**config.mk**
```make
export PLATFORM = sky130hd
export DESIGN_NAME = mf2_control
export DESIGN_NICKNAME = d
export VERILOG_FILES = /design/src/verilog/mf2_pkg.sv /design/src/verilog/mf2_control.sv
export VERILOG_INCLUDE_DIRS = /design/src /design/src/verilog
export SDC_FILE = /design/constraint.sdc
export NUM_CORES = 1
export LEC_CHECK = 0
export BUFFER_PORTS_ARGS = -buffer_cell sky130_fd_sc_hd__buf_2
export CAP_MARGIN = 20
export CORE_AREA = 2 2 39 41
export CTS_BUF_LIST = sky130_fd_sc_hd__clkbuf_8
export CTS_CLUSTER_DIAMETER = 50
export DETAILED_ROUTE_END_ITERATION = 16
export DIE_AREA = 0 0 41 43
export GPL_TIMING_DRIVEN = 0
export PLACE_DENSITY = 0.59
export SLEW_MARGIN = 20
export SYNTH_ARGS = -nofsm -noshare
export SYNTH_HDL_FRONTEND = slang
export SYNTH_SLANG_ARGS = --single-unit
export TNS_END_PERCENT = 10
```
**constraint.sdc**
```tcl
create_clock -name clk_sys -period 1.75 [get_ports clk_sys]
set_clock_uncertainty 0.1 [all_clocks]
set_input_delay 0.525 -clock clk_sys [delete_from_list [all_inputs] [get_ports clk_sys]]
set_output_delay 0.525 -clock clk_sys [all_outputs]
set_load 0.03 [all_outputs]
```
**src/verilog/mf2_settings.svh**
```systemverilog
////////////////////////////////////////////////////////////
// Multiface Two constants
// CPU bus widths, trap fetch addresses, snooped I/O ports
// and the shadow-store map inside the 8 KB MF2 RAM
////////////////////////////////////////////////////////////
`ifndef MF2_SETTINGS_SVH
`define MF2_SETTINGS_SVH

`define MF2_ADDR_W        16
`define MF2_DATA_W        8
`define MF2_RAM_AW        13

`define MF2_ENTRY_ADDR    16'h0066  // NMI vector fetch
`define MF2_HIDE_ADDR     16'h0065
`define MF2_PORT_PAGE     16'hFEE8  // Bit 1 high gives FEEA, page out

// I/O port high bytes that get snooped
`define MF2_IO_GA         8'h7F
`define MF2_IO_CRTC_SEL   8'hBC
`define MF2_IO_CRTC_DATA  8'hBD
`define MF2_IO_PPI        8'hF7
`define MF2_IO_UROM       8'hDF

// Top address bits of the ROM and RAM windows
`define MF2_ROM_BANK      3'b000
`define MF2_RAM_BANK      3'b001

// Shadow-store locations
`define MF2_ST_PEN_IDX    13'h1FCF
`define MF2_ST_PEN_BASE   13'h1F90  // Plus pen number
`define MF2_ST_BORDER     13'h1FDF
`define MF2_ST_MODE       13'h1FEF
`define MF2_ST_BANK       13'h1FFF
`define MF2_ST_CRTC_SEL   13'h1CFF
`define MF2_ST_CRTC_BASE  13'h1DB0  // Plus CRTC register number
`define MF2_ST_PPI        13'h17FF
`define MF2_ST_UROM       13'h1AAC

`endif

```
**src/verilog/mf2_pkg.sv**
```systemverilog
////////////////////////////////////////////////////////////
// Multiface Two types
// Bus vectors, mode setting and control FSM states
////////////////////////////////////////////////////////////
`include "mf2_settings.svh"

package mf2_pkg;

	typedef logic [`MF2_ADDR_W-1:0] cpu_addr_t;
	typedef logic [`MF2_DATA_W-1:0] cpu_data_t;
	typedef logic [`MF2_RAM_AW-1:0] shadow_addr_t;

	// 00 enabled, 01 hidden, 1x disabled
	typedef logic [1:0] mf2_mode_t;

	typedef enum logic [2:0] {
		state_idle,
		state_hidden,        // Page-in port ignored
		state_armed,         // NMI pending
		state_paged,
		state_paged_hidden   // Paged, drops to hidden on page out
	} mf2_state_t;

endpackage

```
**src/verilog/mf2_control.sv**
```systemverilog
////////////////////////////////////////////////////////////
// MF2 paging control
// Button and M1 edge detect, NMI request, page FSM
////////////////////////////////////////////////////////////
`timescale 1ns/1ps
`include "mf2_settings.svh"

module mf2_control (
	input  logic               clk_sys,
	input  logic               reset,
	input  mf2_pkg::mf2_mode_t mf2_mode,
	input  logic               nmi_button,
	input  logic               m1,
	input  mf2_pkg::cpu_addr_t cpu_addr,
	input  logic               io_wr_edge,
	input  logic               page_port_hit,
	input  logic               page_out,
	output logic               nmi,
	output logic               paged
);
	import mf2_pkg::*;

	mf2_state_t state;
	mf2_state_t state_next;
	logic       disabled;    // Mode bit 1 held from reset
	logic       m1_q;
	logic       button_q;
	logic       m1_rise;
	logic       button_rise;
	logic       entry_fetch;
	logic       hide_fetch;
	logic       port_wr;

	assign m1_rise     = m1 & ~m1_q;
	assign button_rise = nmi_button & ~button_q;
	assign entry_fetch = m1_rise && (cpu_addr == `MF2_ENTRY_ADDR);
	assign hide_fetch  = m1_rise && (cpu_addr == `MF2_HIDE_ADDR);
	assign port_wr     = io_wr_edge & page_port_hit;

	always_ff @(posedge clk_sys) begin
		if (reset) begin
			m1_q     <= 1'b0;
			button_q <= 1'b0;
			disabled <= mf2_mode[1];
			state    <= (mf2_mode == 2'b00) ? state_idle : state_hidden;
		end else begin
			m1_q     <= m1;
			button_q <= nmi_button;
			state    <= state_next;
		end
	end

	////////////////////////////////////////////////////////////
	// Next state
	////////////////////////////////////////////////////////////
	always_comb begin
		state_next = state;
		case (state)
			state_idle: begin
				if (button_rise && !disabled)
					state_next = state_armed;
				else if (port_wr && !page_out && !disabled)
					state_next = state_paged;   // Software page in
			end
			state_hidden: begin
				if (button_rise && !disabled)
					state_next = state_armed;
			end
			state_armed: begin
				if (entry_fetch)
					state_next = state_paged;
			end
			state_paged: begin
				if (port_wr && page_out)
					state_next = state_idle;
				else if (hide_fetch)
					state_next = state_paged_hidden;
			end
			state_paged_hidden: begin
				if (port_wr && page_out)
					state_next = state_hidden;
			end
			default: state_next = state_idle;
		endcase
	end

	assign nmi   = (state == state_armed);
	assign paged = (state == state_paged) || (state == state_paged_hidden);

endmodule

```
; After elaboration in Yosys (flattened, before gate mapping)
; Index checks and enable logic that the tools add are counted.
[op_classes]
reduce_logical = 12
bitwise = 5
n_eq_ne = 11
n_mux = 10
[op_table]
columns = cell, count
row1 = $eq 16x7->1 const B, 2
row2 = $mux 3, 8
row3 = $pmux 3 s5, 1
row4 = $ne 4x4->1 const B, 2
row5 = $eq 3x2->1 const B, 2
row6 = $logic_and 1x1->1, 6
row7 = $ne 3x3->1 const B, 2
row8 = $reduce_and 5->1, 1
row9 = $and 1x1->1, 3
row10 = $eq 3x1->1 const B, 1
row11 = $eq 3x3->1 const B, 1
row12 = $logic_not 3->1, 1
row13 = $ne 3x2->1 const B, 1
row14 = $logic_not 1->1, 2
row15 = $logic_not 2->1, 1
row16 = $not 1->1, 2
row17 = $logic_or 1x1->1, 1
row18 = $mux 1, 1
[totals]
regBits = 6
input_bits = 25

; Logic depth before layout (Yosys ltp)
; Gate-level depths: netlist of run 1.
[depth]
ltp_word = 7
mapped_depth = 5
depth_no_buf = 4

; Worst setup path before layout of run 1
; OpenSTA, ideal clock, no wires.
[synth_timing]
path_type = flip-flop to output port
start = register state[2]
end = output port paged
stages_incl_launch_ff = 3
t_arrival_ns = 1.205
setup_slack_ns = -0.080
n_path_buf = 1
path_cell_list = edfxtp_1 buf_4 o21ai_0
[synth_between]
elab_chain_cells = 2
word_cells_on_any_way = 3
classes_between = eq/ne: 2 / reduce/logical: 1
[synth_lines]
columns = item, line_no
row1 = start: declaration, mf2_control.sv:23  ; mf2_state_t state;
row2 = start signal: assignment, mf2_control.sv:45  ; state <= (mf2_mode == 2'b00) ? state_idle : state_hidden;
row3 = start signal: assignment, mf2_control.sv:49  ; state <= state_next;
row4 = $eq 3x2->1 or $eq 3x3->1 (tied branches), mf2_control.sv:88  ; assign paged = (state == state_paged) || (state == state_paged_hidden);
row5 = $logic_or 1x1->1 (*), mf2_control.sv:88
row6 = end: declaration, mf2_control.sv:19  ; output logic paged
; Every way passes the cells marked *; elsewhere a longest branch is shown, timed or not.

; Final worst setup path of run 1
[layout_timing]
start = register state[0]
end = output port nmi
[layout_between]
elab_chain_cells = 1
[layout_lines]
columns = item, line_no
row1 = $eq 3x2->1, mf2_control.sv:87  ; assign nmi = (state == state_armed);
row2 = end: declaration, mf2_control.sv:18  ; output logic nmi,
; No other way between the ends.

==> results of run 1 <==
[registers in the layout, summed over array words and instances, names as in the netlist]
name      flops
button_q      1
m1_q          1
state         3
disabled      1
[synthesized netlist by cell type (all sizes together), types with 2 or more instances]
cell     n  share of area [%]
nand2    5                4.6
edfxtp   4                 30
a21oi    3                3.7
nand4bb  3                8.3
nor2     3                3.4
nor3b    3                8.0
a32oi    2                6.2
buf      2                4.6
dfxtp    2                9.9
nand4    2                3.1
nor2b    2                3.1
nor4     2                3.1
[path summary, 6_finish.rpt]
kind | depth (start not counted) | to | slack [ns]
min reg2reg | 4 | state[0] | 0.59
max | 3 | nmi | 0.005
max reg2reg | 4 | state[0] | 0.13
min | 1 | disabled | 0.39
[critical path: stages, from the launching register on]
cell and delay [ns]:
edfxtp_1 0.37, buf_6 0.15, nor3b_4 0.22, buf_6 0.16
[final cells by class]
type	instances	area (um^2)	area share (%)
multi-input cells	32	240.2	37.43
flip-flops and latches	6	160.2	24.95
repair buffers	28	153.9	23.98
clock buffers	3	41.29	6.433
plain buffers	2	22.52	3.509
well taps	16	20.02	3.119
inverters	1	3.754	0.5848
[through the flow]
| step | util [%] | std cells | setup WS [ns] |
|---|---|---|---|
| 6_report | 46.38 | 88 | 0.005073 |
| 5_1_grt | 46.38 | 88 | -0.06550 |
| 2_1_floorplan | - | 41 | 0.07320 |
| 3_5_place_dp | 40.14 | 83 | -0.1101 |
| 3_3_place_gp | 40.14 | 83 | -0.1278 |
| 4_1_cts | 44.30 | 87 | -0.005964 |
[power by group through the flow]
stage / logic, mW / clock network, mW / registers [mW]
2_1_floorplan: 0.240 / 0 / 0.229
3_3_place_gp: 0.317 / 0 / 0.236
3_5_place_dp: 0.318 / 0 / 0.237
4_1_cts: 0.364 / 0.206 / 0.227
5_1_grt: 0.446 / 0.217 / 0.239
6_report: 0.409 / 0.203 / 0.233
[what timing repair did]
item                       in CTS  in global routing
setup endpoints to repair       2                  4
resized for setup               3                  4
pin swaps                       1                  0
buffers inserted                1                  1
cloned                          0                  0
[logic make-up (layout without fill, tap and decap cells)]
logic type             after synthesis  after routing
AOI/OAI and AO/OA                    8              8
DFF                                  6              6
and+or+nand+nor                     24             24
buffers and inverters                3             34
[layer usage]
| metal | global-route usage [%] | up-vias |
|---|---|---|
| li1 | - | 224 |
| met1 | 15.56 | 196 |
| met2 | 18.75 | 13 |
| met3 | 6.283 | 0 |
| met4 | 4.000 | 0 |
| met5 | 0 | - |
==> results.sh, run 1 <==
export IMPL_status="complete, no violations"
export IMPL_p_switching_mw=0.2932
export IMPL_io_pins=27
export IMPL_rsz0062_at_grt="true"
export IMPL_htreeDepth=1
export IMPL_path_clk_slew_ns=0.04
export IMPL_synth_area_per_cell_um2=9.888
export IMPL_max_slew_margin_rel_pct=74.38
export IMPL_p_leak_nw=0.2740
export IMPL_cp_max_fo=8
export IMPL_cts_hold_buffers_added=0
export IMPL_critPathLaunch="state[0]"
export IMPL_final_cell_mix="buf_2 (24), nand2_1 (5), edfxtp_1 (4)"
export IMPL_tns_ns=0
export IMPL_synth_edf_count=4
export IMPL_cts_tree="yes"
export IMPL_drive_gt1_share_pct=52.78
export IMPL_synth_cell_types=24
export IMPL_core_um2=1384
export IMPL_intPower_mw=0.5517
export IMPL_row_count=14
export IMPL_maxSlewViolCount=0
export IMPL_setup_viol=0
export IMPL_switching_share_pct=34.70
export IMPL_p_total_mw=0.8449
export IMPL_reg2reg_from="state[1]"
export IMPL_power_density_nw_per_um2=1316
export IMPL_drv_cap=0
export IMPL_routabilityCongestion=0.6692
export IMPL_synth_top_family_by_area="simple AND/OR/NAND/NOR gates"
export IMPL_ys_seq_elements=6
export IMPL_crit_required_ns=1.12
export IMPL_first_global_vias=367
export IMPL_fin_area_um2=641.9
export IMPL_detail_route_iter0_violations=9
export IMPL_muxShareOfSynthArea_pct=0
export IMPL_max_freq_ghz=0.5731
export IMPL_route_met3_wl_um=62
export IMPL_clock_path_buffers=2
export IMPL_hold_slack_ns=0.3917
export IMPL_met1Wirelength_um=400
export IMPL_hp_start="mf2_mode[1]"
export IMPL_cts_buffers=3
export IMPL_grt_ovfl_total=0
export IMPL_num_vias=433
export IMPL_grt_max_degree=10
export IMPL_crit_type="flop to output port"
export IMPL_synth_area_um2=405.4
export IMPL_synth_compound_area_share_pct=15.12
export IMPL_grt_usage_pct=12.66
export IMPL_clock_sinks=6
export IMPL_drt_wirelength_per_cell_um=10.51
export IMPL_area_growth_pct=58.33
export IMPL_die_h_um=43
export IMPL_vias_per_cell=4.920
export IMPL_async_flop_share_pct=0
export IMPL_nFillCells=141
export IMPL_nNetsFinal=99
export IMPL_tightest_slew_ns=0.3794
export IMPL_postRouteAntennaNets=0
export IMPL_highest_layer="met3"
export IMPL_synth_xor_area_share_pct=0
export IMPL_dpl_cell_area_um2=555.5
export IMPL_firstDrtPassIters=2
export IMPL_route_met2_wl_um=462
export IMPL_cp_end_kind="output port"
export IMPL_clockRootBuffer="clkbuf_8"
export IMPL_syn_inst=41
export IMPL_worst_hold_path_type="primary input to flop"
export IMPL_sequentialPowerShare_pct=27.6
export IMPL_hold_violations=0
export IMPL_combinationalPowerShare_pct=48.4
export IMPL_syn_num_nets=66
export IMPL_antennaDiodeCount=0
export IMPL_dp_hpwl_um=707.7
export IMPL_synth_ff_type="edfxtp_1"
export IMPL_start_util_pct=29.29
export IMPL_cp_start_kind="flop"
export IMPL_period_share_pct=99.71
export IMPL_antenna_found_initial=0
export IMPL_synth_simple_area_share_pct=39.81
export IMPL_grt_pass1_wl_um=1490
export IMPL_mostFrequentLayoutCell="buf_2"
export IMPL_clk_latency_ns=0.22
export IMPL_remaining_drc_errors=0
export IMPL_wl_um=925
export IMPL_min_period_ns=1.745
export IMPL_p_clk_share_pct=24.0
export IMPL_dieWidth_um=41
export IMPL_die_area_um2=1763
export IMPL_port_buffers=26
export IMPL_crit_arrival_ns=1.12
export IMPL_yosysSeqAreaShare_pct=39.51
export IMPL_ir_worst_vdd_mv=0.7037
export IMPL_synth_fa_ha_area_share_pct=0
export IMPL_yosysWarnings=0
No activity file was read; power rests on OpenSTA's default activity.
==> run 2: changes to the inputs <==
==> constraint.sdc (replaced) <==
create_clock -name clk_sys -period 1.9 [get_ports clk_sys]
set_clock_uncertainty 0.1 [all_clocks]
set_input_delay 0.57 -clock clk_sys [delete_from_list [all_inputs] [get_ports clk_sys]]
set_output_delay 0.57 -clock clk_sys [all_outputs]
set_load 0.03 [all_outputs]
==> run 2 against run 1 <==
Compared with the run above: clock power shrank 7%; register-to-register slack gained 0.09 ns; global-route usage shrank 1.7 points; critical endpoint unchanged.
==> results.sh, run 2 (same netlist as run 1, synthesis figures left out) <==
export IMPL_status="complete, no violations"
export IMPL_cts_hold_buffers_added=0
export IMPL_vias_per_cell=4.830
export IMPL_core_um2=1384
export IMPL_grt_usage_pct=10.93
export IMPL_first_global_vias=321
export IMPL_dpl_cell_area_um2=555.5
export IMPL_dpl_cell_count=83
export IMPL_dieWidth_um=41
export IMPL_grt_pass1_wl_um=1262
export IMPL_crit_arrival_ns=1.19
export IMPL_detail_route_iter0_violations=8
export IMPL_r2r_slack_ns=0.22
export IMPL_crit_type="flop to output port"
export IMPL_die_h_um=43
export IMPL_postRouteAntennaNets=0
export IMPL_largest_reg_flops=3
export IMPL_max_slew_margin_rel_pct=74.42
export IMPL_antennaDiodeCount=0
export IMPL_dpl_worst_slack_ns=-0.02283
export IMPL_ir_worst_vdd_mv=0.4864
export IMPL_io_pins=27
export IMPL_num_vias=425
export IMPL_period_share_pct=97.77
export IMPL_maxSlewViolCount=0
export IMPL_wl_um=957
export IMPL_drt_wirelength_per_cell_um=10.88
export IMPL_top_register="state"
export IMPL_start_util_pct=29.29
export IMPL_p_leak_nw=0.2679
export IMPL_die_area_um2=1763
export IMPL_area_growth_pct=51.54
export IMPL_min_period_ns=1.858
export IMPL_cp_end_kind="output port"
export IMPL_stdcell_count=88
export IMPL_fin_area_um2=614.3
export IMPL_timing_final_ws_setup_ns=0.04232
export IMPL_row_count=14
export IMPL_worstPathCellList="buf_4 > nor3b_2 > buf_2"
export IMPL_routabilityCongestion=0.6532
export IMPL_antenna_found_initial=0
export IMPL_worst_path_largest_cell_delay_ns=0.35
export IMPL_rsz0062_at_grt="false"
export IMPL_cts_tree="yes"
export IMPL_tightest_slew_ns=0.3788
export IMPL_crit_required_ns=1.23
export IMPL_path_clk_slew_ns=0.04
export IMPL_clockRootBuffer="clkbuf_8"
export IMPL_max_freq_ghz=0.5383
export IMPL_final_cell_mix="buf_2 (25), nand2_1 (5), buf_4 (4), edfxtp_1 (4)"
export IMPL_fin_util_pct=44.39
export IMPL_drv_cap=0
export IMPL_hold_slack_ns=0.4357
export IMPL_clock_sinks=6
export IMPL_grt_ovfl_total=0
export IMPL_dp_hpwl_um=717.7
export IMPL_nNetsFinal=99
export IMPL_htreeDepth=1
export IMPL_cp_start_kind="flop"
export IMPL_setup_viol=0
export IMPL_hold_violations=0
export IMPL_clk_latency_ns=0.22
export IMPL_crit_slowest_cell="edfxtp_1"
export IMPL_firstDrtPassIters=4
export IMPL_port_buffers=26
export IMPL_drive_gt1_share_pct=51.39
export IMPL_cp_max_fo=9
export IMPL_cts_buffers=3
export IMPL_power_density_nw_per_um2=1199
export IMPL_grt_max_degree=10
export IMPL_mostFrequentLayoutCell="buf_2"
export IMPL_worst_hold_path_type="primary input to flop"
export IMPL_remaining_drc_errors=0
export IMPL_clock_path_buffers=2
==> run 2: cell counts in the layout (fill, tap and decap cells not counted) <==
No cell type changed its count.
==> run 2: final timing paths <==
| check | startpoint | endpoint | depth (start not counted) |
|---|---|---|---|
| worst min-delay path | mf2_mode[1] | disabled | 1 |
| worst max-delay path | state[2] | nmi | 3 |
| worst max register to register | state[1] | state[0] | 4 |
| worst min register to register | button_q | state[0] | 4 |
==> run 2: cell type report <==
class                      count  area [um^2]
inverter                       1        3.754
timing repair buffer          28        147.6
buffer                         2        18.77
tap                           16        20.02
fill                         142        769.5
multi-input combinational     32        222.7
clock buffer                   3        41.29
sequential                     6        160.2
==> run 2: report_power, final <==
group | leakage [nW] | internal (mW) | total, mW | switching (mW)
Combinational | 0.189 | 0.157 | 0.330 | 0.173
Sequential | 0.0576 | 0.188 | 0.217 | 0.0291
Clock | 0.0216 | 0.136 | 0.189 | 0.0530
Total | 0.268 | 0.481 | 0.736 | 0.255
==> run 2: worst max-delay path, delay by kind of cell, from the launching register on <==
| family | cells | cell delay, ns |
|---|---|---|
| flip-flops | 1 | 0.35 |
| AND/OR/NAND/NOR | 1 | 0.21 |
| buffers and inverters | 2 | 0.40 |
==> run 2: layer usage <==
layer	vias up	routed length (um)	track usage [%]	part of all wire, %
li1	226	-	-	-
met5	-	0	0	0
met3	0	58	4.712	6.1
met1	186	406	12.21	42
met2	13	493	16.56	52
met4	0	0	6.000	0
==> run 2: repair_timing <==
item | 4_1_cts | 5_1_grt
resized for setup | 0 | 1
setup endpoints to repair | 0 | 1
setup buffers | 0 | 2
==> run 2: stage by stage <==
| stage | power (mW) | setup TNS [ns] |
|---|---|---|
| floorplan | 0.4299 | 0 |
| global placement | 0.5081 | -0.08044 |
| detailed placement | 0.5095 | -0.06839 |
| CTS | 0.7038 | 0 |
| global route | 0.7787 | 0 |
| finish | 0.7363 | 0 |
