`config.mk`:
```
export PLATFORM = sky130hd
export DESIGN_NAME = mf2_bus_decode
export DESIGN_NICKNAME = d
export VERILOG_FILES = /design/src/verilog/mf2_pkg.sv /design/src/verilog/mf2_bus_decode.sv
export VERILOG_INCLUDE_DIRS = /design/src /design/src/verilog
export SDC_FILE = /design/constraint.sdc
export NUM_CORES = 1
export LEC_CHECK = 0
export BUFFER_PORTS_ARGS = -buffer_cell sky130_fd_sc_hd__buf_2
export CORE_AREA = 10 10 53 55
export DETAILED_ROUTE_END_ITERATION = 10
export DIE_AREA = 0 0 63 65
export GPL_TIMING_DRIVEN = 0
export MAX_ROUTING_LAYER = met4
export PLACE_DENSITY_LB_ADDON = 0.15
export SLEW_MARGIN = 25
export SYNTH_ARGS = -nofsm -noshare
export SYNTH_HDL_FRONTEND = slang
export SYNTH_SLANG_ARGS = --single-unit
```
`constraint.sdc`:
```
create_clock -name clk_sys -period 2.2 [get_ports clk_sys]
set_input_delay 0.44 -clock clk_sys [delete_from_list [all_inputs] [get_ports clk_sys]]
set_output_delay 0.44 -clock clk_sys [all_outputs]
set_load 0.05 [all_outputs]
```
`src/verilog/mf2_settings.svh`:
```
////////////////////////////////////////////////////////////
// Multiface Two constants
// CPU bus widths, trap fetch addresses, snooped I/O ports
// and the shadow-store map inside the 8 KB MF2 RAM
////////////////////////////////////////////////////////////
`ifndef MF2_SETTINGS_SVH
`define MF2_SETTINGS_SVH

`define MF2_ADDR_W        16
`define MF2_DATA_W        8
`define MF2_RAM_AW        13

`define MF2_ENTRY_ADDR    16'h0066  // NMI vector fetch
`define MF2_HIDE_ADDR     16'h0065
`define MF2_PORT_PAGE     16'hFEE8  // Bit 1 high gives FEEA, page out

// I/O port high bytes that get snooped
`define MF2_IO_GA         8'h7F
`define MF2_IO_CRTC_SEL   8'hBC
`define MF2_IO_CRTC_DATA  8'hBD
`define MF2_IO_PPI        8'hF7
`define MF2_IO_UROM       8'hDF

// Top address bits of the ROM and RAM windows
`define MF2_ROM_BANK      3'b000
`define MF2_RAM_BANK      3'b001

// Shadow-store locations
`define MF2_ST_PEN_IDX    13'h1FCF
`define MF2_ST_PEN_BASE   13'h1F90  // Plus pen number
`define MF2_ST_BORDER     13'h1FDF
`define MF2_ST_MODE       13'h1FEF
`define MF2_ST_BANK       13'h1FFF
`define MF2_ST_CRTC_SEL   13'h1CFF
`define MF2_ST_CRTC_BASE  13'h1DB0  // Plus CRTC register number
`define MF2_ST_PPI        13'h17FF
`define MF2_ST_UROM       13'h1AAC

`endif

```
`src/verilog/mf2_pkg.sv`:
```
////////////////////////////////////////////////////////////
// Multiface Two types
// Bus vectors, mode setting and control FSM states
////////////////////////////////////////////////////////////
`include "mf2_settings.svh"

package mf2_pkg;

	typedef logic [`MF2_ADDR_W-1:0] cpu_addr_t;
	typedef logic [`MF2_DATA_W-1:0] cpu_data_t;
	typedef logic [`MF2_RAM_AW-1:0] shadow_addr_t;

	// 00 enabled, 01 hidden, 1x disabled
	typedef logic [1:0] mf2_mode_t;

	typedef enum logic [2:0] {
		state_idle,
		state_hidden,        // Page-in port ignored
		state_armed,         // NMI pending
		state_paged,
		state_paged_hidden   // Paged, drops to hidden on page out
	} mf2_state_t;

endpackage

```
`src/verilog/mf2_bus_decode.sv`:
```
////////////////////////////////////////////////////////////
// MF2 bus decode
// I/O write edge, page port match, pen and CRTC register
// tracking, shadow-store address lookup
////////////////////////////////////////////////////////////
`timescale 1ns/1ps
`include "mf2_settings.svh"

module mf2_bus_decode (
	input  logic                  clk_sys,
	input  logic                  reset,
	input  mf2_pkg::cpu_addr_t    cpu_addr,
	input  mf2_pkg::cpu_data_t    cpu_dout,
	input  logic                  io_wr,
	output logic                  io_wr_edge,
	output logic                  page_port_hit,
	output logic                  page_out,
	output logic                  store_strobe,
	output mf2_pkg::shadow_addr_t store_addr
);
	import mf2_pkg::*;

	localparam cpu_addr_t    page_port = `MF2_PORT_PAGE;
	localparam shadow_addr_t pen_base  = `MF2_ST_PEN_BASE;
	localparam shadow_addr_t crtc_base = `MF2_ST_CRTC_BASE;

	logic       io_wr_q;
	logic       port_match;
	logic [4:0] pen_idx;    // Bit 4 set means border
	logic [3:0] crtc_reg;

	assign io_wr_edge    = io_wr & ~io_wr_q;
	assign port_match    = (cpu_addr[15:2] == page_port[15:2]);   // FEE8 and FEEA
	assign page_port_hit = io_wr_edge & port_match;
	assign page_out      = cpu_addr[1];
	assign store_strobe  = io_wr_edge & ~port_match & (store_addr != '0);

	always_ff @(posedge clk_sys) begin
		if (reset) begin
			io_wr_q  <= 1'b0;
			pen_idx  <= '0;
			crtc_reg <= '0;
		end else begin
			io_wr_q <= io_wr;
			// Gate array pen select carries the pen in the low bits
			if (io_wr_edge && cpu_addr[15:8] == `MF2_IO_GA && cpu_dout[7:6] == 2'b00)
				pen_idx <= cpu_dout[4:0];
			if (io_wr_edge && cpu_addr[15:8] == `MF2_IO_CRTC_SEL)
				crtc_reg <= cpu_dout[3:0];
		end
	end

	////////////////////////////////////////////////////////////
	// Shadow-store map
	////////////////////////////////////////////////////////////
	always_comb begin
		store_addr = '0;   // Not a snooped port
		case (cpu_addr[15:8])
			`MF2_IO_GA: begin
				case (cpu_dout[7:6])
					2'b00: store_addr = `MF2_ST_PEN_IDX;
					2'b01: store_addr = pen_idx[4] ? `MF2_ST_BORDER
						: {pen_base[12:4], pen_idx[3:0]};
					2'b10: store_addr = `MF2_ST_MODE;       // Mode and ROM enables
					default: store_addr = `MF2_ST_BANK;
				endcase
			end
			`MF2_IO_CRTC_SEL:  store_addr = `MF2_ST_CRTC_SEL;
			`MF2_IO_CRTC_DATA: store_addr = {crtc_base[12:4], crtc_reg};
			`MF2_IO_PPI:       store_addr = `MF2_ST_PPI;   // 8255 control
			`MF2_IO_UROM:      store_addr = `MF2_ST_UROM;
			default:           store_addr = '0;
		endcase
	end

endmodule

```
=== After elaboration in Yosys (flattened, before gate mapping) ===
Cells that the tools add are included.

* Equal/unequal tests: 8
* Bitwise logic cells: 6
* Reductions and logical operators: 5
* Mux-type cells: 3

{| class="wikitable"
|+ Operators with widths
! kind !! count
|-
| 13-bit case mux with 5 select lines || 1
|-
| 8-bit == test (second input constant) || 4
|-
| 7-bit case mux with 3 select lines || 1
|-
| 14-bit == test (second input constant) || 1
|-
| 13-bit nonzero test || 1
|-
| 8-bit by 7-bit == test with 1-bit output (second input constant) || 1
|-
| 7-bit two-way mux || 1
|-
| 1-bit bitwise AND || 4
|-
| 1-bit logical AND || 3
|-
| 2-bit by 1-bit == test with 1-bit output (second input constant) || 1
|-
| 2-bit == test (second input constant) || 1
|-
| 2-bit zero test || 1
|-
| 1-bit inverter || 2
|}

* Output and inout bits: 17
* Flip-flop bits (word level): 10

=== Depth between registers and ports, before layout ===
Gate-level depths: netlist (run 1).

* Depth in word-level cells: 5
* Depth in mapped cells: 6
* Depth with buffers taken out: 5

=== Worst setup path after synthesis (run 1) ===
OpenSTA, ideal clock, no wires.

* Kind: input port to output port
* Start point: input port cpu_addr[11]
* End point: output port store_strobe
* Slack: -0.735 ns
* Buffers on the path: 1
* Stages on the path: 5
* Data arrival time: 2.495 ns
* Path through: buf_2 nand4_1 nor2_1 nor2_1 a211oi_1

* Longest elaborated chain between the ends: 4
* Elaborated cells on any way between the ends: 11
* Classes of those cells: 6 x eq/ne; 1 x mux; 3 x bitwise; 1 x reduce/logical

{| class="wikitable"
|+ Ends and longest elaborated chain
! item !! RTL line !! text
|-
| start, declared || mf2_bus_decode.sv:12 || <nowiki>input mf2_pkg::cpu_addr_t cpu_addr,</nowiki>
|-
| 8-bit == test, or another cell as far along || mf2_bus_decode.sv:58 || <nowiki>case (cpu_addr[15:8])</nowiki>
|-
| 13-bit case mux with 5 select lines / 1-bit inverter (equally long branches) || mf2_bus_decode.sv:58, mf2_bus_decode.sv:36 ||
|-
| 13-bit nonzero test / 1-bit bitwise AND (equally long branches) || mf2_bus_decode.sv:36 || <nowiki>assign store_strobe = io_wr_edge & ~port_match & (store_addr != '0);</nowiki>
|-
| 1-bit bitwise AND (*) || mf2_bus_decode.sv:36 ||
|-
| end, declared || mf2_bus_decode.sv:18 || <nowiki>output logic store_strobe,</nowiki>
|}

Every way passes the cells marked *; elsewhere a longest branch is shown, timed or not.

=== Final worst setup path (run 1) ===
* Start point: input port cpu_addr[9]
* End point: output port store_addr[1]

* Longest elaborated chain between the ends: 2
* Elaborated cells on any way between the ends: 6
* Classes of those cells: 5 x eq/ne; 1 x mux

{| class="wikitable"
|+ Ends and longest elaborated chain
! item !! RTL line !! text
|-
| 8-bit == test / 8-bit by 7-bit == test with 1-bit output (equally long branches) || mf2_bus_decode.sv:58 ||
|-
| 13-bit case mux with 5 select lines (*) || mf2_bus_decode.sv:58 ||
|-
| end, declared || mf2_bus_decode.sv:19 || <nowiki>output mf2_pkg::shadow_addr_t store_addr</nowiki>
|}

Marked as above.

==> flow_metrics.tcl, run 1 <==
set metrics [dict create \
    postSynthAreaPerCell_um2 7.65 \
    yosysUniqueCellTypes 31 \
    synth_nets 122 \
    vias_per_cell 5.09 \
    critPathMaxFanout 4 \
    fin_crit_sh_pct 104 \
    skew_ns 0.000556 \
    fin_util_pct 61.8 \
    wirelength_um 2450 \
    drive_above_1_share_pct 44.4 \
    antenna_found_initial 0 \
    postRouteAntennaNets 0 \
    hold_violations 0 \
    dieArea_um2 4100 \
    fin_area_um2 1150 \
    dp_slack_ns -0.390 \
    initial_utilization_pct 39.0 \
    cp.required_ns 1.76 \
    slew_violations 0 \
    coreArea_um2 1860 \
    synth_seq_cells 10 \
    p_leak_nw 0.572 \
    drv_cap 0 \
    rsz0062_at_grt "true" \
    synth-edff-count 0 \
    clk_latency_ns 0.25 \
    crit_arrival_ns 1.85 \
    clockRootBuffer "clkbuf_4" \
    grt_max_degree 11 \
    track_usage_pct 11.4 \
    yosys_warnings 0 \
    cts_max_level 1 \
    power_density_nw_per_um2 351 \
    holdCritPathClass "primary input to register" \
    drt-pass1-iter-count 5 \
    numPortBuffers 38 \
    crit_path_end_kind "output port" \
    ios 44 \
    synth_ff_type "dfxtp_1" \
    wl_per_cell_um 14.5 \
    synth_area_leaders "dfxtp_1 (28%), mux2i_1 (12%), nor2_1 (8.8%)" \
    max_slew_margin_pct 68.8 \
    grt_pass1_wl_um 3730 \
    ir_drop_mv 0.361 \
    synth_cells 95 \
    numCtsBuffers 3 \
    seq_area_frac_synth_pct 27.5 \
    yosys.area.top_type_share_pct 27.5 \
    syn2layout_area_growth_pct 58.3 \
    crit_path_start_kind "primary input" \
    yosysTopAreaCell "dfxtp_1" \
    outcome "complete, but fails checks" \
    die_w_um 63 \
    setup_tns_ns -0.192 \
    setup_viol 3 \
    placed_area_um2 971 \
    syn_area_um2 727 \
    mostFrequentLayoutCell "buf_2" \
    violations "setup timing" \
    drtIter0Drc 23 \
    path_class "primary input to output port" \
    largest_register_ffs 5 \
    power.total_mw 0.405 \
    worst_slew_pin_slew_ns 0.465 \
    via_count 861 \
    layout_common_cells "buf_2 (30), nor2_1 (15), dfxtp_1 (10)" \
    cts_max_path_buffers 2 \
    fillCellCount 185 \
    clk_pin_slew_ns 0.06 \
    place_hpwl_um 1830 \
    first_global_vias 823 \
    clock.fmax_mhz 437 \
    grt_overflow 0 \
    antenna-diode-count 0 \
    synth-async-reset-ratio_pct 0 \
    period_minus_slack_ns 2.29 \
    setup_ws_ns -0.0882 \
    drc 0 \
    die_h_um 65 \
    gp_congestion 0.755 \
    row_count 16 \
    cts_tree "built" \
    finalNetCount 171 \
    hold_buffers 0 \
    clock_sinks 10 \
]
[what timing repair did]
item                       4_1_cts  5_1_grt
gates resized for setup         20       10
pin swaps                        5        5
buffers inserted                 5        1
setup endpoints to repair       12        9
[power breakdown]
| group | internal [mW] | leakage [nW] | total (mW) | switching, mW |
|---|---|---|---|---|
| Combinational | 0.0425 | 0.477 | 0.105 | 0.0626 |
| Clock | 0.0628 | 0.0138 | 0.117 | 0.0544 |
| Sequential | 0.182 | 0.0808 | 0.182 | 0.000278 |
| Total | 0.287 | 0.572 | 0.405 | 0.117 |
[layout make-up]
cell class,instances,area [um2],area share (%)
clock buffer,3,22.5,1.96
multi-input combinational,78,564,49.0
sequential,10,200,17.4
timing repair buffer,44,288,25.0
tap,27,33.8,2.93
inverter,2,7.51,0.652
buffer,5,35.0,3.04
[cell families (layout without fill, tap and decap cells)]
family                 after synthesis  in the layout  share of synthesized area, %
multiplexers                         9              9                          12.4
AND/OR/NAND/NOR                     52             52                          40.1
XOR/XNOR                             1              1                          1.21
buffers and inverters                7             54                          4.99
flip-flops                          10             10                          27.5
AO/OA/AOI/OAI                       16             16                          13.8
[metrics by stage]
step | hold WS [ns] | std cells
global placement | 0.471 | 160
floorplan | 0.458 | 95
global route | 0.429 | 169
detailed placement | 0.481 | 160
CTS | 0.419 | 168
finish | 0.422 | 169
[synth_stat cells, types with 2 or more instances]
cell type   n
nand2_1     6
nand4_1     4
mux2i_1     9
nand3_1     6
o31ai_1     2
nor2_1     17
o21ai_0     6
nor2b_1     3
a21o_1      2
dfxtp_1    10
inv_1       2
nor3_1      2
a21oi_1     3
or3_1       2
buf_2       2
buf_4       2
nand3b_1    3
[critical path, stage by stage]
cell and delay, ns:
buf_6 0.09, or3b_4 0.42, or3b_1 0.38, a21oi_2 0.19, nand3b_1 0.16, buf_6 0.17
[routing by layer]
metal / vias to the layer above / routed length [um] / GRT usage, % / part of all wire, %
met5: - / 0 / - / 0
met4: 0 / 17 / 5.03 / 0.69
met3: 2 / 152 / 3.26 / 6.2
met2: 32 / 1250 / 20.4 / 51
met1: 388 / 1020 / 11.2 / 42
li1: 439 / - / - / -
[worst paths after layout]
| path | slack, ns | startpoint | depth (start not counted) | end |
|---|---|---|---|---|
| min reg2reg | 0.49 | pen_idx[3] | 2 | pen_idx[3] |
| min | 0.42 | cpu_dout[4] | 3 | pen_idx[4] |
| max reg2reg | 0.78 | io_wr_q | 5 | pen_idx[1] |
| max | -0.09 | cpu_addr[9] | 6 | store_addr[1] |
No activity file was read; power rests on OpenSTA's default activity.
==> run 2, diff against run 1 <==
--- a/config.mk
+++ b/config.mk
@@ -7,13 +7,12 @@
 export NUM_CORES = 1
 export LEC_CHECK = 0
 export BUFFER_PORTS_ARGS = -buffer_cell sky130_fd_sc_hd__buf_2
-export CORE_AREA = 10 10 53 55
+export CORE_AREA = 10 10 52 54
 export DETAILED_ROUTE_END_ITERATION = 10
-export DIE_AREA = 0 0 63 65
+export DIE_AREA = 0 0 62 64
 export GPL_TIMING_DRIVEN = 0
 export MAX_ROUTING_LAYER = met4
 export PLACE_DENSITY_LB_ADDON = 0.15
-export SLEW_MARGIN = 25
 export SYNTH_ARGS = -nofsm -noshare
 export SYNTH_HDL_FRONTEND = slang
 export SYNTH_SLANG_ARGS = --single-unit
==> constraint.sdc (replaced) <==
create_clock -name clk_sys -period 2.7 [get_ports clk_sys]
set_input_delay 0.54 -clock clk_sys [delete_from_list [all_inputs] [get_ports clk_sys]]
set_output_delay 0.54 -clock clk_sys [all_outputs]
set_load 0.05 [all_outputs]
==> run 2 against run 1 <==
The run now ends clean. Sequential power down 18%. Critical endpoint unchanged. Final cell count down 4.7%. Clock skew up 0.0019 ns. Sequential share of layout area up 3.0 points.
==> flow_metrics.tcl, run 2 (same netlist as run 1, synthesis figures left out) <==
set metrics [dict create \
    outcome "completed" \
    worst_slew_pin_slew_ns 0.493 \
    slew_violations 0 \
    clock.fmax_mhz 377 \
    power_density_nw_per_um2 325 \
    layout_common_cells "buf_2 (40), nor2_1 (16), dfxtp_1 (10)" \
    rsz0062_at_grt "true" \
    p_leak_nw 0.510 \
    ir_drop_mv 0.218 \
    numPortBuffers 38 \
    p_clk_share_pct 30.8 \
    skew_ns 0.00247 \
    row_count 15 \
    largest_register_ffs 5 \
    drt-pass1-iter-count 4 \
    crit_top_cell "buf_2" \
    antenna-diode-count 0 \
    placedCellCount 158 \
    fin_cells 161 \
    place_hpwl_um 1880 \
    p_switching_mw 0.0934 \
    placed_area_um2 953 \
    wirelength_um 2350 \
    cts_tree "built" \
    clk_latency_ns 0.26 \
    drive_above_1_share_pct 36.8 \
    max_slew_margin_pct 66.8 \
    syn2layout_area_growth_pct 35.1 \
    drc 0 \
    hold_buffers 0 \
    crit_path_start_kind "primary input" \
    holdCritPathClass "register to register" \
    combPwrFrac_pct 22.6 \
    dp_slack_ns -0.0381 \
    numCtsBuffers 3 \
    ios 44 \
    cp_slowest_cell "or3b_4" \
    cp.required_ns 2.16 \
    path_cells "buf_2 > or3b_4 > or3b_1 > a21oi_2 > nand3b_1 > buf_2" \
    postRouteAntennaNets 0 \
    period_minus_slack_ns 2.65 \
    critPathBufInv 2 \
    critPathMaxFanout 5 \
    path_delay_family "simple AND/OR/NAND/NOR gates" \
    die_w_um 62 \
    antenna_found_initial 0 \
    path_class "primary input to output port" \
    drtIter0Drc 20 \
    grt_max_degree 11 \
    setup_ws_ns 0.0506 \
    clockRootBuffer "clkbuf_4" \
    grt_overflow 0 \
    finalNetCount 165 \
    fin_area_um2 982 \
    via_count 870 \
    clk_pin_slew_ns 0.06 \
    dieArea_um2 3970 \
    drv_cap 0 \
    setup_viol 0 \
    initial_utilization_pct 42.6 \
    gp_congestion 0.807 \
    crit_arrival_ns 2.11 \
    p_int_mw 0.225 \
    cp_slowest_stage_delay_ns 0.44 \
    track_usage_pct 11.2 \
    p_sw_share_pct 29.3 \
    grt_pass1_wl_um 3480 \
    hold_violations 0 \
    cts_max_level 1 \
    cts_max_path_buffers 2 \
    crit_path_end_kind "output port" \
    clock_sinks 10 \
    coreArea_um2 1710 \
    first_global_vias 808 \
    setup_tns_ns 0 \
    cts_setup_buffers 0 \
    vias_per_cell 5.40 \
    wl_per_cell_um 14.6 \
    die_h_um 64 \
    p_seq_share_pct 46.6 \
    mostFrequentLayoutCell "buf_2" \
    fin_crit_sh_pct 98.1 \
    power.total_mw 0.319 \
]
==> run 2: metrics by stage <==
step	hold slack (ns)	utilization [%]
6_report	0.498	57.5
5_1_grt	0.542	57.5
4_1_cts	0.498	57.3
3_5_place_dp	0.481	55.8
3_3_place_gp	0.469	55.8
2_1_floorplan	0.458	-
==> run 2: power groups by stage <==
| stage | Combinational, mW | Clock, mW | Sequential (mW) |
|---|---|---|---|
| after floorplan | 0.0414 | 0 | 0.152 |
| after global placement | 0.0703 | 0 | 0.152 |
| after detailed placement | 0.0714 | 0 | 0.152 |
| after CTS | 0.0719 | 0.102 | 0.149 |
| after global routing | 0.0780 | 0.106 | 0.148 |
| final | 0.0722 | 0.0981 | 0.149 |
==> run 2: layer usage <==
metal | global-route usage [%] | routed length, um | up-vias
met4 | 5.03 | 29 | 0
li1 | - | - | 426
met5 | - | 0 | -
met1 | 12.3 | 928 | 387
met3 | 2.57 | 282 | 10
met2 | 18.5 | 1110 | 47
==> run 2: area by class of cell <==
cell class                 count  area [um2]
timing repair buffer          38         190
sequential                    10         200
fill                         184         726
inverter                       2        7.51
clock buffer                   3        22.5
buffer                         5        28.8
multi-input combinational     78         502
tap                           25        31.3
==> run 2: worst register-to-register path: stages, from the launching register on <==
cell and delay (ns):
dfxtp_1 0.29, nand2b_1 0.21, inv_1 0.12, nand4b_1 0.34
mux2i_1 0.28, nor2_1 0.05
==> run 2: worst paths after layout <==
check	from	slack, ns	to	cells after the start
max	cpu_addr[14]	0.05	store_addr[1]	6
min	crtc_reg[2]	0.50	crtc_reg[2]	2
max reg2reg	io_wr_q	1.29	pen_idx[3]	5
min reg2reg	crtc_reg[2]	0.50	crtc_reg[2]	2
==> run 2: timing repair <==
item                                    in CTS  in global routing
resized for setup                            1                  1
endpoints found under the hold margin        0                  0
endpoints found under the setup margin       1                  4
